### config.mk
export PLATFORM = sky130hd
export DESIGN_NAME = gfx_fade_display
export DESIGN_NICKNAME = d
export VERILOG_FILES = /design/src/hdl/fade_fb_pkg.sv /design/src/hdl/fade_fb_store.sv /design/src/hdl/gfx_credit_intake.sv /design/src/hdl/gfx_fade_display.sv /design/src/hdl/pixel_fade_unit.sv /design/src/hdl/raster_scan.sv
export VERILOG_INCLUDE_DIRS = /design/src /design/src/hdl
export SDC_FILE = /design/constraint.sdc
export NUM_CORES = 2
export LEC_CHECK = 0
export BUFFER_PORTS_ARGS = -buffer_cell sky130_fd_sc_hd__buf_2
export CAP_MARGIN = 20
export CORE_MARGIN = 2
export CORE_UTILIZATION = 50
export DETAILED_ROUTE_END_ITERATION = 10
export HOLD_SLACK_MARGIN = 0.06
export PLACE_DENSITY_LB_ADDON = 0.05
export SKIP_CTS_REPAIR_TIMING = 1
export SLEW_MARGIN = 20
export SYNTH_ARGS = -nofsm -noshare
export SYNTH_HDL_FRONTEND = slang
export SYNTH_SLANG_ARGS = --single-unit
### constraint.sdc
create_clock -name clk -period 4.9 [get_ports clk]
set_input_delay 0.49 -clock clk [delete_from_list [all_inputs] [get_ports clk]]
set_output_delay 0.49 -clock clk [all_outputs]
set_load 0.1 [all_outputs]
### src/hdl/fade_fb_cfg.svh
`ifndef FADE_FB_CFG_SVH
`define FADE_FB_CFG_SVH

// horizontal timing in clk cycles
`define FB_H_VISIBLE 16
`define FB_H_FRONT   2
`define FB_H_SYNC    3
`define FB_H_BACK    3
`define FB_H_WHOLE   24

// vertical timing in lines
`define FB_V_VISIBLE 8
`define FB_V_FRONT   1
`define FB_V_SYNC    1
`define FB_V_BACK    2
`define FB_V_WHOLE   12

// stored pixel is age next to color
`define FB_COLOR_BITS 12
`define FB_AGE_BITS   4

// one entry per visible pixel
`define FB_DEPTH     128
`define FB_ADDR_BITS 7

// intake queue depth, also the credits a client starts with
`define GFX_CREDITS 4

// fresh pixels get START, color halves when the new age reaches DIM
`define FADE_START_AGE 4
`define FADE_DIM_AGE   2

`endif

### src/hdl/fade_fb_pkg.sv
`include "fade_fb_cfg.svh"

package fade_fb_pkg;

  // raster coordinates within the visible area
  typedef logic [$clog2(`FB_H_VISIBLE)-1:0] fb_x_t;
  typedef logic [$clog2(`FB_V_VISIBLE)-1:0] fb_y_t;

  // linear address, row * FB_H_VISIBLE + column
  typedef logic [`FB_ADDR_BITS-1:0] fb_addr_t;

  // color is red, green, blue with red in the top bits
  typedef logic [`FB_COLOR_BITS-1:0]   color_t;
  typedef logic [`FB_COLOR_BITS/3-1:0] channel_t;
  typedef logic [`FB_AGE_BITS-1:0]     age_t;

  typedef struct packed {
    age_t   age;
    color_t color;
  } fb_pixel_t;

  // draw command from the client
  typedef struct packed {
    fb_x_t  x;
    fb_y_t  y;
    color_t color;
  } gfx_cmd_t;

  // one request on the memory write port
  typedef struct packed {
    logic      valid;
    fb_addr_t  addr;
    fb_pixel_t pixel;
  } fb_write_t;

  typedef struct packed {
    channel_t red;
    channel_t grn;
    channel_t blu;
    logic     hsync;
    logic     vsync;
    logic     visible;
  } vga_out_t;

  // vertical phase of the raster
  typedef enum logic [1:0] {VISIBLE, FRONT, SYNC, BACK} scan_phase_e;

endpackage

### src/hdl/fade_fb_store.sv
`timescale 1ns/1ps
`include "fade_fb_cfg.svh"

module fade_fb_store (
  input  logic                   clk,
  input  logic                   arst_n,
  input  logic                   rd_en,
  input  fade_fb_pkg::fb_addr_t  rd_addr,
  output fade_fb_pkg::fb_pixel_t rd_pixel,
  output fade_fb_pkg::fb_addr_t  rd_addr_q,
  input  fade_fb_pkg::fb_write_t fade_wr,
  input  fade_fb_pkg::fb_write_t draw_wr,
  output logic                   draw_taken
);
  import fade_fb_pkg::*;

  fb_pixel_t            mem [`FB_DEPTH];
  logic [`FB_DEPTH-1:0] pix_valid;
  fb_write_t            wr;

  // writeback wins the single write port, draws wait for a free cycle
  always_comb begin
    if (fade_wr.valid) begin
      wr = fade_wr;
    end else begin
      wr = draw_wr;
    end
  end

  assign draw_taken = draw_wr.valid && !fade_wr.valid;

  always_ff @(posedge clk) begin
    if (wr.valid) begin
      mem[wr.addr] <= wr.pixel;
    end
  end

  // entries never written since reset read as black with age 0
  always_ff @(posedge clk or negedge arst_n) begin
    if (!arst_n) begin
      pix_valid <= '0;
    end else if (wr.valid) begin
      pix_valid[wr.addr] <= 1'b1;
    end
  end

  // registered read, old data on a same-cycle write
  always_ff @(posedge clk) begin
    if (rd_en) begin
      if (pix_valid[rd_addr]) begin
        rd_pixel <= mem[rd_addr];
      end else begin
        rd_pixel <= '0;
      end
      rd_addr_q <= rd_addr;
    end
  end

  // an expired pixel must be stored black
  a_dead_is_black: assert property (
    @(posedge clk) disable iff (!arst_n)
    fade_wr.valid && (fade_wr.pixel.age == '0) |-> (fade_wr.pixel.color == '0)
  ) else $error("fade writeback with age 0 keeps a color");

endmodule

### src/hdl/gfx_credit_intake.sv
`timescale 1ns/1ps
`include "fade_fb_cfg.svh"

module gfx_credit_intake (
  input  logic                   clk,
  input  logic                   arst_n,
  input  logic                   gfx_push,
  input  fade_fb_pkg::gfx_cmd_t  gfx_cmd,
  output fade_fb_pkg::fb_write_t draw_wr,
  input  logic                   draw_taken,
  output logic                   gfx_credit
);
  import fade_fb_pkg::*;

  localparam int DEPTH    = `GFX_CREDITS;
  localparam int PTR_BITS = $clog2(DEPTH);
  localparam int CNT_BITS = $clog2(DEPTH + 1);

  gfx_cmd_t            queue [DEPTH];
  logic [PTR_BITS-1:0] wr_ptr;
  logic [PTR_BITS-1:0] rd_ptr;
  logic [CNT_BITS-1:0] count;
  logic                empty;
  logic                full;
  logic                do_push;
  logic                do_pop;
  gfx_cmd_t            head;

  function automatic logic [PTR_BITS-1:0] ptr_next(input logic [PTR_BITS-1:0] ptr);
    if (ptr == PTR_BITS'(DEPTH - 1)) begin
      return '0;
    end
    return ptr + 1'b1;
  endfunction

  assign empty   = (count == '0);
  assign full    = (count == CNT_BITS'(DEPTH));
  assign do_push = gfx_push && !full;
  assign do_pop  = draw_taken && !empty;

  // a credit goes back the same cycle the store takes the head
  assign gfx_credit = do_pop;

  assign head = queue[rd_ptr];

  always_comb begin
    draw_wr.valid       = !empty;
    draw_wr.addr        = fb_addr_t'(head.y) * fb_addr_t'(`FB_H_VISIBLE) + fb_addr_t'(head.x);
    // new pixels start fully lit
    draw_wr.pixel.age   = age_t'(`FADE_START_AGE);
    draw_wr.pixel.color = head.color;
  end

  always_ff @(posedge clk) begin
    if (do_push) begin
      queue[wr_ptr] <= gfx_cmd;
    end
  end

  always_ff @(posedge clk or negedge arst_n) begin
    if (!arst_n) begin
      wr_ptr <= '0;
      rd_ptr <= '0;
      count  <= '0;
    end else begin
      if (do_push) begin
        wr_ptr <= ptr_next(wr_ptr);
      end
      if (do_pop) begin
        rd_ptr <= ptr_next(rd_ptr);
      end
      case ({do_push, do_pop})
        2'b10:   count <= count + 1'b1;
        2'b01:   count <= count - 1'b1;
        default: count <= count;
      endcase
    end
  end

  // client holds no credit while all slots are in use
  a_no_push_full: assert property (
    @(posedge clk) disable iff (!arst_n) gfx_push |-> !full
  ) else $error("draw pushed into a full intake queue");

  // the store only claims a draw when the queue offers one
  a_no_take_empty: assert property (
    @(posedge clk) disable iff (!arst_n) draw_taken |-> !empty
  ) else $error("draw taken from an empty intake queue");

endmodule

### src/hdl/gfx_fade_display.sv
`timescale 1ns/1ps

module gfx_fade_display (
  input  logic                  clk,
  input  logic                  arst_n,
  input  logic                  vga_enable,
  input  logic                  gfx_push,
  input  fade_fb_pkg::gfx_cmd_t gfx_cmd,
  output logic                  gfx_credit,
  output fade_fb_pkg::vga_out_t vga_out
);
  import fade_fb_pkg::*;

  fb_write_t draw_wr;
  logic      draw_taken;
  logic      rd_en;
  fb_addr_t  rd_addr;
  fb_pixel_t rd_pixel;
  fb_addr_t  rd_addr_q;
  fb_write_t fade_wr;

  gfx_credit_intake u_gfx_credit_intake (
    .clk        (clk),
    .arst_n     (arst_n),
    .gfx_push   (gfx_push),
    .gfx_cmd    (gfx_cmd),
    .draw_wr    (draw_wr),
    .draw_taken (draw_taken),
    .gfx_credit (gfx_credit)
  );

  fade_fb_store u_fade_fb_store (
    .clk        (clk),
    .arst_n     (arst_n),
    .rd_en      (rd_en),
    .rd_addr    (rd_addr),
    .rd_pixel   (rd_pixel),
    .rd_addr_q  (rd_addr_q),
    .fade_wr    (fade_wr),
    .draw_wr    (draw_wr),
    .draw_taken (draw_taken)
  );

  // the fade unit lines the read enable up with the returned data itself
  pixel_fade_unit u_pixel_fade_unit (
    .clk       (clk),
    .arst_n    (arst_n),
    .rd_valid  (rd_en),
    .rd_pixel  (rd_pixel),
    .rd_addr_q (rd_addr_q),
    .fade_wr   (fade_wr)
  );

  raster_scan u_raster_scan (
    .clk        (clk),
    .arst_n     (arst_n),
    .vga_enable (vga_enable),
    .rd_en      (rd_en),
    .rd_addr    (rd_addr),
    .rd_pixel   (rd_pixel),
    .vga_out    (vga_out)
  );

endmodule

### src/hdl/pixel_fade_unit.sv
`timescale 1ns/1ps
`include "fade_fb_cfg.svh"

module pixel_fade_unit (
  input  logic                   clk,
  input  logic                   arst_n,
  input  logic                   rd_valid,
  input  fade_fb_pkg::fb_pixel_t rd_pixel,
  input  fade_fb_pkg::fb_addr_t  rd_addr_q,
  output fade_fb_pkg::fb_write_t fade_wr
);
  import fade_fb_pkg::*;

  logic      rd_valid_q;
  age_t      new_age;
  channel_t  red;
  channel_t  grn;
  channel_t  blu;
  fb_pixel_t aged;
  logic      wr_valid_q;
  fb_addr_t  wr_addr_q;
  fb_pixel_t wr_pixel_q;

  assign {red, grn, blu} = rd_pixel.color;

  always_comb begin
    new_age  = rd_pixel.age - 1'b1;
    aged.age = new_age;
    if (new_age == age_t'(`FADE_DIM_AGE)) begin
      // half brightness on each channel
      aged.color = {red >> 1, grn >> 1, blu >> 1};
    end else if (new_age == '0) begin
      aged.color = '0;
    end else begin
      aged.color = rd_pixel.color;
    end
  end

  // read data arrives one cycle after the scanner's enable
  always_ff @(posedge clk or negedge arst_n) begin
    if (!arst_n) begin
      rd_valid_q <= 1'b0;
      wr_valid_q <= 1'b0;
    end else begin
      rd_valid_q <= rd_valid;
      // pixels already at age 0 stay as they are
      wr_valid_q <= rd_valid_q && (rd_pixel.age != '0);
    end
  end

  always_ff @(posedge clk) begin
    wr_addr_q  <= rd_addr_q;
    wr_pixel_q <= aged;
  end

  always_comb begin
    fade_wr.valid = wr_valid_q;
    fade_wr.addr  = wr_addr_q;
    fade_wr.pixel = wr_pixel_q;
  end

endmodule

### src/hdl/raster_scan.sv
`timescale 1ns/1ps
`include "fade_fb_cfg.svh"

module raster_scan (
  input  logic                   clk,
  input  logic                   arst_n,
  input  logic                   vga_enable,
  output logic                   rd_en,
  output fade_fb_pkg::fb_addr_t  rd_addr,
  input  fade_fb_pkg::fb_pixel_t rd_pixel,
  output fade_fb_pkg::vga_out_t  vga_out
);
  import fade_fb_pkg::*;

  localparam int H_BITS   = $clog2(`FB_H_WHOLE);
  localparam int HS_START = `FB_H_VISIBLE + `FB_H_FRONT;
  localparam int HS_END   = HS_START + `FB_H_SYNC;

  logic [H_BITS-1:0] h_cnt;
  scan_phase_e       phase;
  scan_phase_e       phase_next;
  fb_y_t             row;
  fb_y_t             phase_last;
  logic              line_end;
  logic              phase_end;
  logic              h_visible;
  logic              hsync_now;
  logic              vsync_now;
  logic              vis_d1;
  logic              hsync_d1;
  logic              vsync_d1;
  channel_t          red;
  channel_t          grn;
  channel_t          blu;

  if (`FB_H_VISIBLE + `FB_H_FRONT + `FB_H_SYNC + `FB_H_BACK != `FB_H_WHOLE) begin : g_h_check
    $error("horizontal timing does not add up to a whole line");
  end
  if (`FB_V_VISIBLE + `FB_V_FRONT + `FB_V_SYNC + `FB_V_BACK != `FB_V_WHOLE) begin : g_v_check
    $error("vertical timing does not add up to a whole frame");
  end

  // last row of each phase and the phase that follows it
  always_comb begin
    case (phase)
      VISIBLE: begin
        phase_last = fb_y_t'(`FB_V_VISIBLE - 1);
        phase_next = FRONT;
      end
      FRONT: begin
        phase_last = fb_y_t'(`FB_V_FRONT - 1);
        phase_next = SYNC;
      end
      SYNC: begin
        phase_last = fb_y_t'(`FB_V_SYNC - 1);
        phase_next = BACK;
      end
      default: begin
        phase_last = fb_y_t'(`FB_V_BACK - 1);
        phase_next = VISIBLE;
      end
    endcase
  end

  assign line_end  = (h_cnt == H_BITS'(`FB_H_WHOLE - 1));
  assign phase_end = (row == phase_last);

  always_ff @(posedge clk or negedge arst_n) begin
    if (!arst_n) begin
      h_cnt <= '0;
      row   <= '0;
      phase <= VISIBLE;
    end else if (vga_enable) begin
      if (line_end) begin
        h_cnt <= '0;
        if (phase_end) begin
          row   <= '0;
          phase <= phase_next;
        end else begin
          row <= row + 1'b1;
        end
      end else begin
        h_cnt <= h_cnt + 1'b1;
      end
    end
  end

  assign h_visible = (h_cnt < H_BITS'(`FB_H_VISIBLE));
  assign hsync_now = (h_cnt >= H_BITS'(HS_START)) && (h_cnt < H_BITS'(HS_END));
  assign vsync_now = (phase == SYNC);

  // row counts visible lines while in the VISIBLE phase
  assign rd_en   = vga_enable && h_visible && (phase == VISIBLE);
  assign rd_addr = fb_addr_t'(row) * fb_addr_t'(`FB_H_VISIBLE) + fb_addr_t'(h_cnt);

  assign {red, grn, blu} = rd_pixel.color;

  // flags wait one cycle for the memory read and then share the output register
  always_ff @(posedge clk or negedge arst_n) begin
    if (!arst_n) begin
      vis_d1   <= 1'b0;
      hsync_d1 <= 1'b0;
      vsync_d1 <= 1'b0;
      vga_out  <= '0;
    end else begin
      vis_d1          <= rd_en;
      hsync_d1        <= hsync_now;
      vsync_d1        <= vsync_now;
      vga_out.red     <= vis_d1 ? red : '0;
      vga_out.grn     <= vis_d1 ? grn : '0;
      vga_out.blu     <= vis_d1 ? blu : '0;
      vga_out.hsync   <= hsync_d1;
      vga_out.vsync   <= vsync_d1;
      vga_out.visible <= vis_d1;
    end
  end

endmodule

### Word-level counts from Yosys, hierarchy flattened

Memory sizes are Yosys's and may differ from the RTL's. A register that Yosys moved wholly into a read port is not among the register bits.
Index checks and enable logic that the tools add are counted.

| storage, ports and cells | value |
|---|---|
| output and inout bits | 16 |
| RAM bits | 2124 |
| memories | 2 |
| flip-flop bits (word level) | 194 |
| logic and storage cells | 98 |

Memory list:

| name | words | bits a word | rd ports | clocked after memory_dff | write ports | line | text |
|---|---|---|---|---|---|---|---|
| u_fade_fb_store.mem | 128 | 16 | 1 | 1 | 1 | fade_fb_store.sv:17 | `` fb_pixel_t mem [`FB_DEPTH]; `` |
| u_gfx_credit_intake.queue | 4 | 19 | 1 | 0 | 1 | gfx_credit_intake.sv:19 | `gfx_cmd_t queue [DEPTH];` |

| operators by class | value |
|---|---|
| order comparisons | 6 |
| muxes and demuxes | 27 |
| add/sub/neg operators | 9 |
| bitwise logic cells | 1 |
| reductions and logical operators | 21 |
| equal/unequal tests | 10 |

Operators with widths:

| kind | number |
|---|---|
| $or 128x128->128 | 1 |
| $mux 24 | 1 |
| $mux 11 | 2 |
| $lt 7x8->1 const B | 2 |
| $mux 4 | 3 |
| $pmux 3 s2 | 2 |
| $lt 5x5->1 const B | 2 |
| $mux 1 | 10 |
| $eq 2x2->1 const B | 4 |
| $logic_and 1x1->1 | 8 |
| $mux 2 | 4 |
| $add 7x4->7 | 1 |
| $add 7x5->7 | 1 |
| $bmux 1 s7 | 1 |
| $demux 1 s7 | 1 |
| $ge 7x1->1 const B | 1 |
| $add 3x1->3 const B | 2 |
| $pmux 2 s3 | 1 |
| $add 5x1->5 const B | 1 |
| $eq 5x5->1 const B | 1 |
| $ge 5x5->1 const B | 1 |
| $mux 5 | 1 |
| $add 2x1->2 const B | 2 |
| $eq 2x1->1 const B | 2 |
| other kinds (15) | 19 |

### Depth between registers and ports, before layout

| logic depth | value |
|---|---|
| depth after elaboration | 8 |
| mapped depth | 14 |
| depth with buffers taken out | 10 |

### Modules after synthesis

Synthesis repeated with hierarchy kept, for this count alone.

| second synthesis, totals | value |
|---|---|
| cells, all modules | 4056 |
| area total of the unflattened synthesis | 90142.7 um^2 |

By module, submodules not included:

| module | times used | seq. area each (um^2) | area an instance (um^2) | cells each |
|---|---|---|---|---|
| fade_fb_store | 1 | 65392.7 | 84810.1 | 3730 |
| gfx_credit_intake | 1 | 2457.4 | 3239.4 | 147 |
| raster_scan | 1 | 700.7 | 1207.4 | 97 |
| pixel_fade_unit | 1 | 510.5 | 885.8 | 82 |

### Least setup slack after synthesis

No wires, ideal clock.

| timing path | value |
|---|---|
| path type | register to register |
| from | register u_pixel_fade_unit.wr_valid_q |
| to | memory u_fade_fb_store.mem[0][15] in the netlist's numbering, data pin |
| stages on the path, launching flop included | 5 |
| arrival time | 3.034 ns |
| required time | 4.365 ns |
| path slack | 1.331 ns |
| buffers on the path | 3 |
| period minus slack after synthesis | 3.569 ns |
| cell sequence | dfrtp_1 buf_2 buf_1 clkbuf_1 and2_1 |

RTL lines:

| element | line | text |
|---|---|---|
| from (decl) | pixel_fade_unit.sv:20 | `logic wr_valid_q;` |
| from (signal assigned) | pixel_fade_unit.sv:47 | `wr_valid_q <= rd_valid_q && (rd_pixel.age != '0);` |
| to (decl) | fade_fb_store.sv:17 |  |

### Final worst setup path

| timing path | value |
|---|---|
| from | register u_raster_scan.h_cnt[2] |
| to | register, netlist name u_fade_fb_store.rd_pixel[4] |

| between the ends | value |
|---|---|
| cells in the longest elaborated chain, start to end | 4 |
| elaborated cells on any way between the ends | 7 |

RTL lines:

| element | line | text |
|---|---|---|
| from (decl) | raster_scan.sv:19 | `logic [H_BITS-1:0] h_cnt;` |
| from (signal assigned) | raster_scan.sv:83 | `h_cnt <= h_cnt + 1'b1;` |
| $add 7x5->7 | raster_scan.sv:94 | `` assign rd_addr = fb_addr_t'(row) * fb_addr_t'(`FB_H_VISIBLE) + fb_addr_t'(h_cnt); `` |
| $bmux 1 s7 | fade_fb_store.sv:50 | `if (pix_valid[rd_addr]) begin` |
| $mux 1 (not written as such) | fade_fb_store.sv:50 |  |
| $logic_not 1->1 (no line) | n/a |  |

Parallel ways exist; a longest one is shown, timed or not. The select of a mux whose other input is x is not followed.
A chain may end at the register's enable or synchronous reset.

==> out/metrics.cfg <==
[placement]
dpl.hpwl_mm=156
io_buffers=38
gp_congestion=0.892

[timing]
fmax_ghz=0.249
finalSetupTns_ps=0
rsz0062_at_grt=no
worstMarginPinSlew_ps=1210
final_hold_viol_count=0
min_period_ps=4010
timing.hold.ws_ps=150
maxSlewHeadroom=0.190
setup_viol=0
finalCritPeriodShare=0.819
maxSlewViolCount=0
fin_worst_skew_ps=27.8

[status]
status=finished clean

[critical_path]
slowest_delay_ps=840
r2r_start=u_raster_scan.h_cnt[2]
slowest_stage=nor4_1
crit_start=u_raster_scan.h_cnt[2]
arrival_ps=4720
critPathKind=reg2reg
critPathRequiredTime_ps=5610
path_cells=buf_12 > buf_4 > mux4_2 > mux4_2 > nor2_1 > nor4_1 > nor2_1 > nor3_1
cp-start-kind=register
endpoint_kind=register
cp_max_fo=73

[layout]
drive_gt1_frac=0.285
n_fill_cell=13500
multi_input_area_sq_um=20300
seq_area_sq_um=69100
layout.nets=4930
area_growth_pct=13.3

[grt]
grt_pass1_vias=46200
grt_start_max_net_pins=94
overflow=0
grt_pass1_wl_mm=364
antenna_found_initial=8
track_usage=0.281

[route]
ant_nets=0
vias=46800
route.detailed.drc=0
avgViaCountPerCell=6.28
wl_mm=259
drtPass1Iterations=7
route.detailed.wl_per_inst_um=34.7
dr.first_iter.drc_count=5998

[flow_run]
maxCapViolations=0

[cts]
clkLatencyLatePin_ps=870
cts_root_buf=clkbuf_16
cts_tree=done
cts_sinks=2334
cts_buffer_depth=3
path_clk_slew_ps=60
htree_levels=4
cts-buffers-inserted=230

[floorplan]
die_area_sq_um=185000
ios=39
core.rowCount=156
die_h_um=430
core-area_sq_um=181000
die_x_um=430
start_util=0.503

[yosys]
synthFlopType=edfxtp_1
synth_nets=4574
yosysSeqAreaShare=0.760
synth_top_area_frac=0.710
yosys.cell_count.top_type=edfxtp_1
ys_warn_count=0
netlist_top_cells_count=edfxtp_1 (2147), mux4_2 (440), nor2_1 (228)
avgSynthCellArea_sq_um=20.0
ys_async_sr_fraction=0.0703
synthTopCellsByArea=edfxtp_1 (71%), mux4_2 (11%), dfrtp_1 (4.5%)
synth_edf_count=2147
synth_area_sq_um=90800
synth_cell_type_count=83
ys_ff_latch=2334
synth_cells=4534
synth_top_area_cell=edfxtp_1

[power]
vdd_drop_max_v=0.000496
leakage_nw=33.8
cellPowerDensity_nw_per_um2=627

[min_path]
worstHoldPathType=in2reg
hp-start=gfx_push

[layout make-up]
type / instances / share of cell area
well taps: 2370 / 0.0288
flip-flops and latches: 2334 / 0.671
clock inverters: 115 / 0.00807
repair buffers: 369 / 0.0310
multi-input cells: 1936 / 0.197
clock buffers: 317 / 0.0626
inverters: 19 / 0.000742
diodes: 4 / 0.0000973
[flip-flops by register name, indices dropped and copies added, names as in the netlist, 3 cells and up]
name / count
u_pixel_fade_unit.fade_wr: 16
u_fade_fb_store.rd_pixel: 16
u_fade_fb_store.rd_addr_q: 7
u_raster_scan.h_cnt: 5
u_gfx_credit_intake.queue: 76
u_fade_fb_store.mem: 2048
u_gfx_credit_intake.count: 3
u_fade_fb_store.pix_valid: 128
u_raster_scan.row: 3
u_pixel_fade_unit.wr_addr_q: 7
u_raster_scan.vga_out: 15
[power by group]
| group | total, W | leakage, nW | internal (W) | switching [W] |
|---|---|---|---|---|
| Sequential | 0.0274 | 21.4 | 0.0266 | 0.000808 |
| Combinational | 0.0200 | 8.77 | 0.00626 | 0.0137 |
| Clock | 0.0171 | 3.58 | 0.00965 | 0.00743 |
| Total | 0.0645 | 33.8 | 0.0425 | 0.0219 |
[critical path: cells and delay by family, from the launching register on]
family,cells,cell delay (ps)
mux,2,590
flops,1,800
simple gates,4,1380
buf+inv,2,920
[final timing paths]
check / end / slack (ps) / cells past startpoint
worst max-delay path: u_fade_fb_store.rd_pixel[4] / 890 / 8
worst min register to register: u_pixel_fade_unit.wr_addr_q[5] / 340 / 0
max in group asynchronous: u_fade_fb_store.pix_valid[15] / 3170 / 3
worst min-delay path: u_gfx_credit_intake.wr_ptr[1] / 150 / 5
min in group asynchronous: u_fade_fb_store.pix_valid[10] / 210 / 2
worst max register to register: u_fade_fb_store.rd_pixel[4] / 890 / 8
[through the flow]
step / worst slack [ps] / std cells / cell area (sq um) / utilization / total power [W]
global route: 751 / 7461 / 103000 / 0.570 / 0.0665
floorplan: 1330 / 4534 / 90800 / - / 0.0388
detailed placement: 714 / 7007 / 95400 / 0.528 / 0.0477
CTS: 678 / 7439 / 103000 / 0.568 / 0.0647
finish: 886 / 7464 / 103000 / 0.570 / 0.0645
global placement: 680 / 7007 / 95400 / 0.528 / 0.0476
[kinds of logic after synthesis]
logic type               share of synthesized area
adder cells (fa/ha/maj)                    0.00242
flip-flops                                   0.760
XOR/XNOR                                  0.000772
buffers and inverters                       0.0201
multiplexers                                 0.139
AO/OA/AOI/OAI                               0.0396
AND/OR/NAND/NOR                             0.0382
[placed cells by master, fill, tap and decap left out, types with 91 or more instances in the layout]
master     instances
mux4_2           440
edfxtp_1        2147
nor2_1           137
or2_2            130
nand2_1          213
buf_4            274
o21ai_0           91
nor2_2            92
dfrtp_1          159
clkbuf_16        236
mux2i_1          127
[per-layer routing]
metal  wire, um  global-route usage
met1     109000               0.406
met2     120000               0.433
met3      19900              0.0527
met4       9980               0.100
met5         27                   0
No activity file was read; power rests on OpenSTA's default activity.
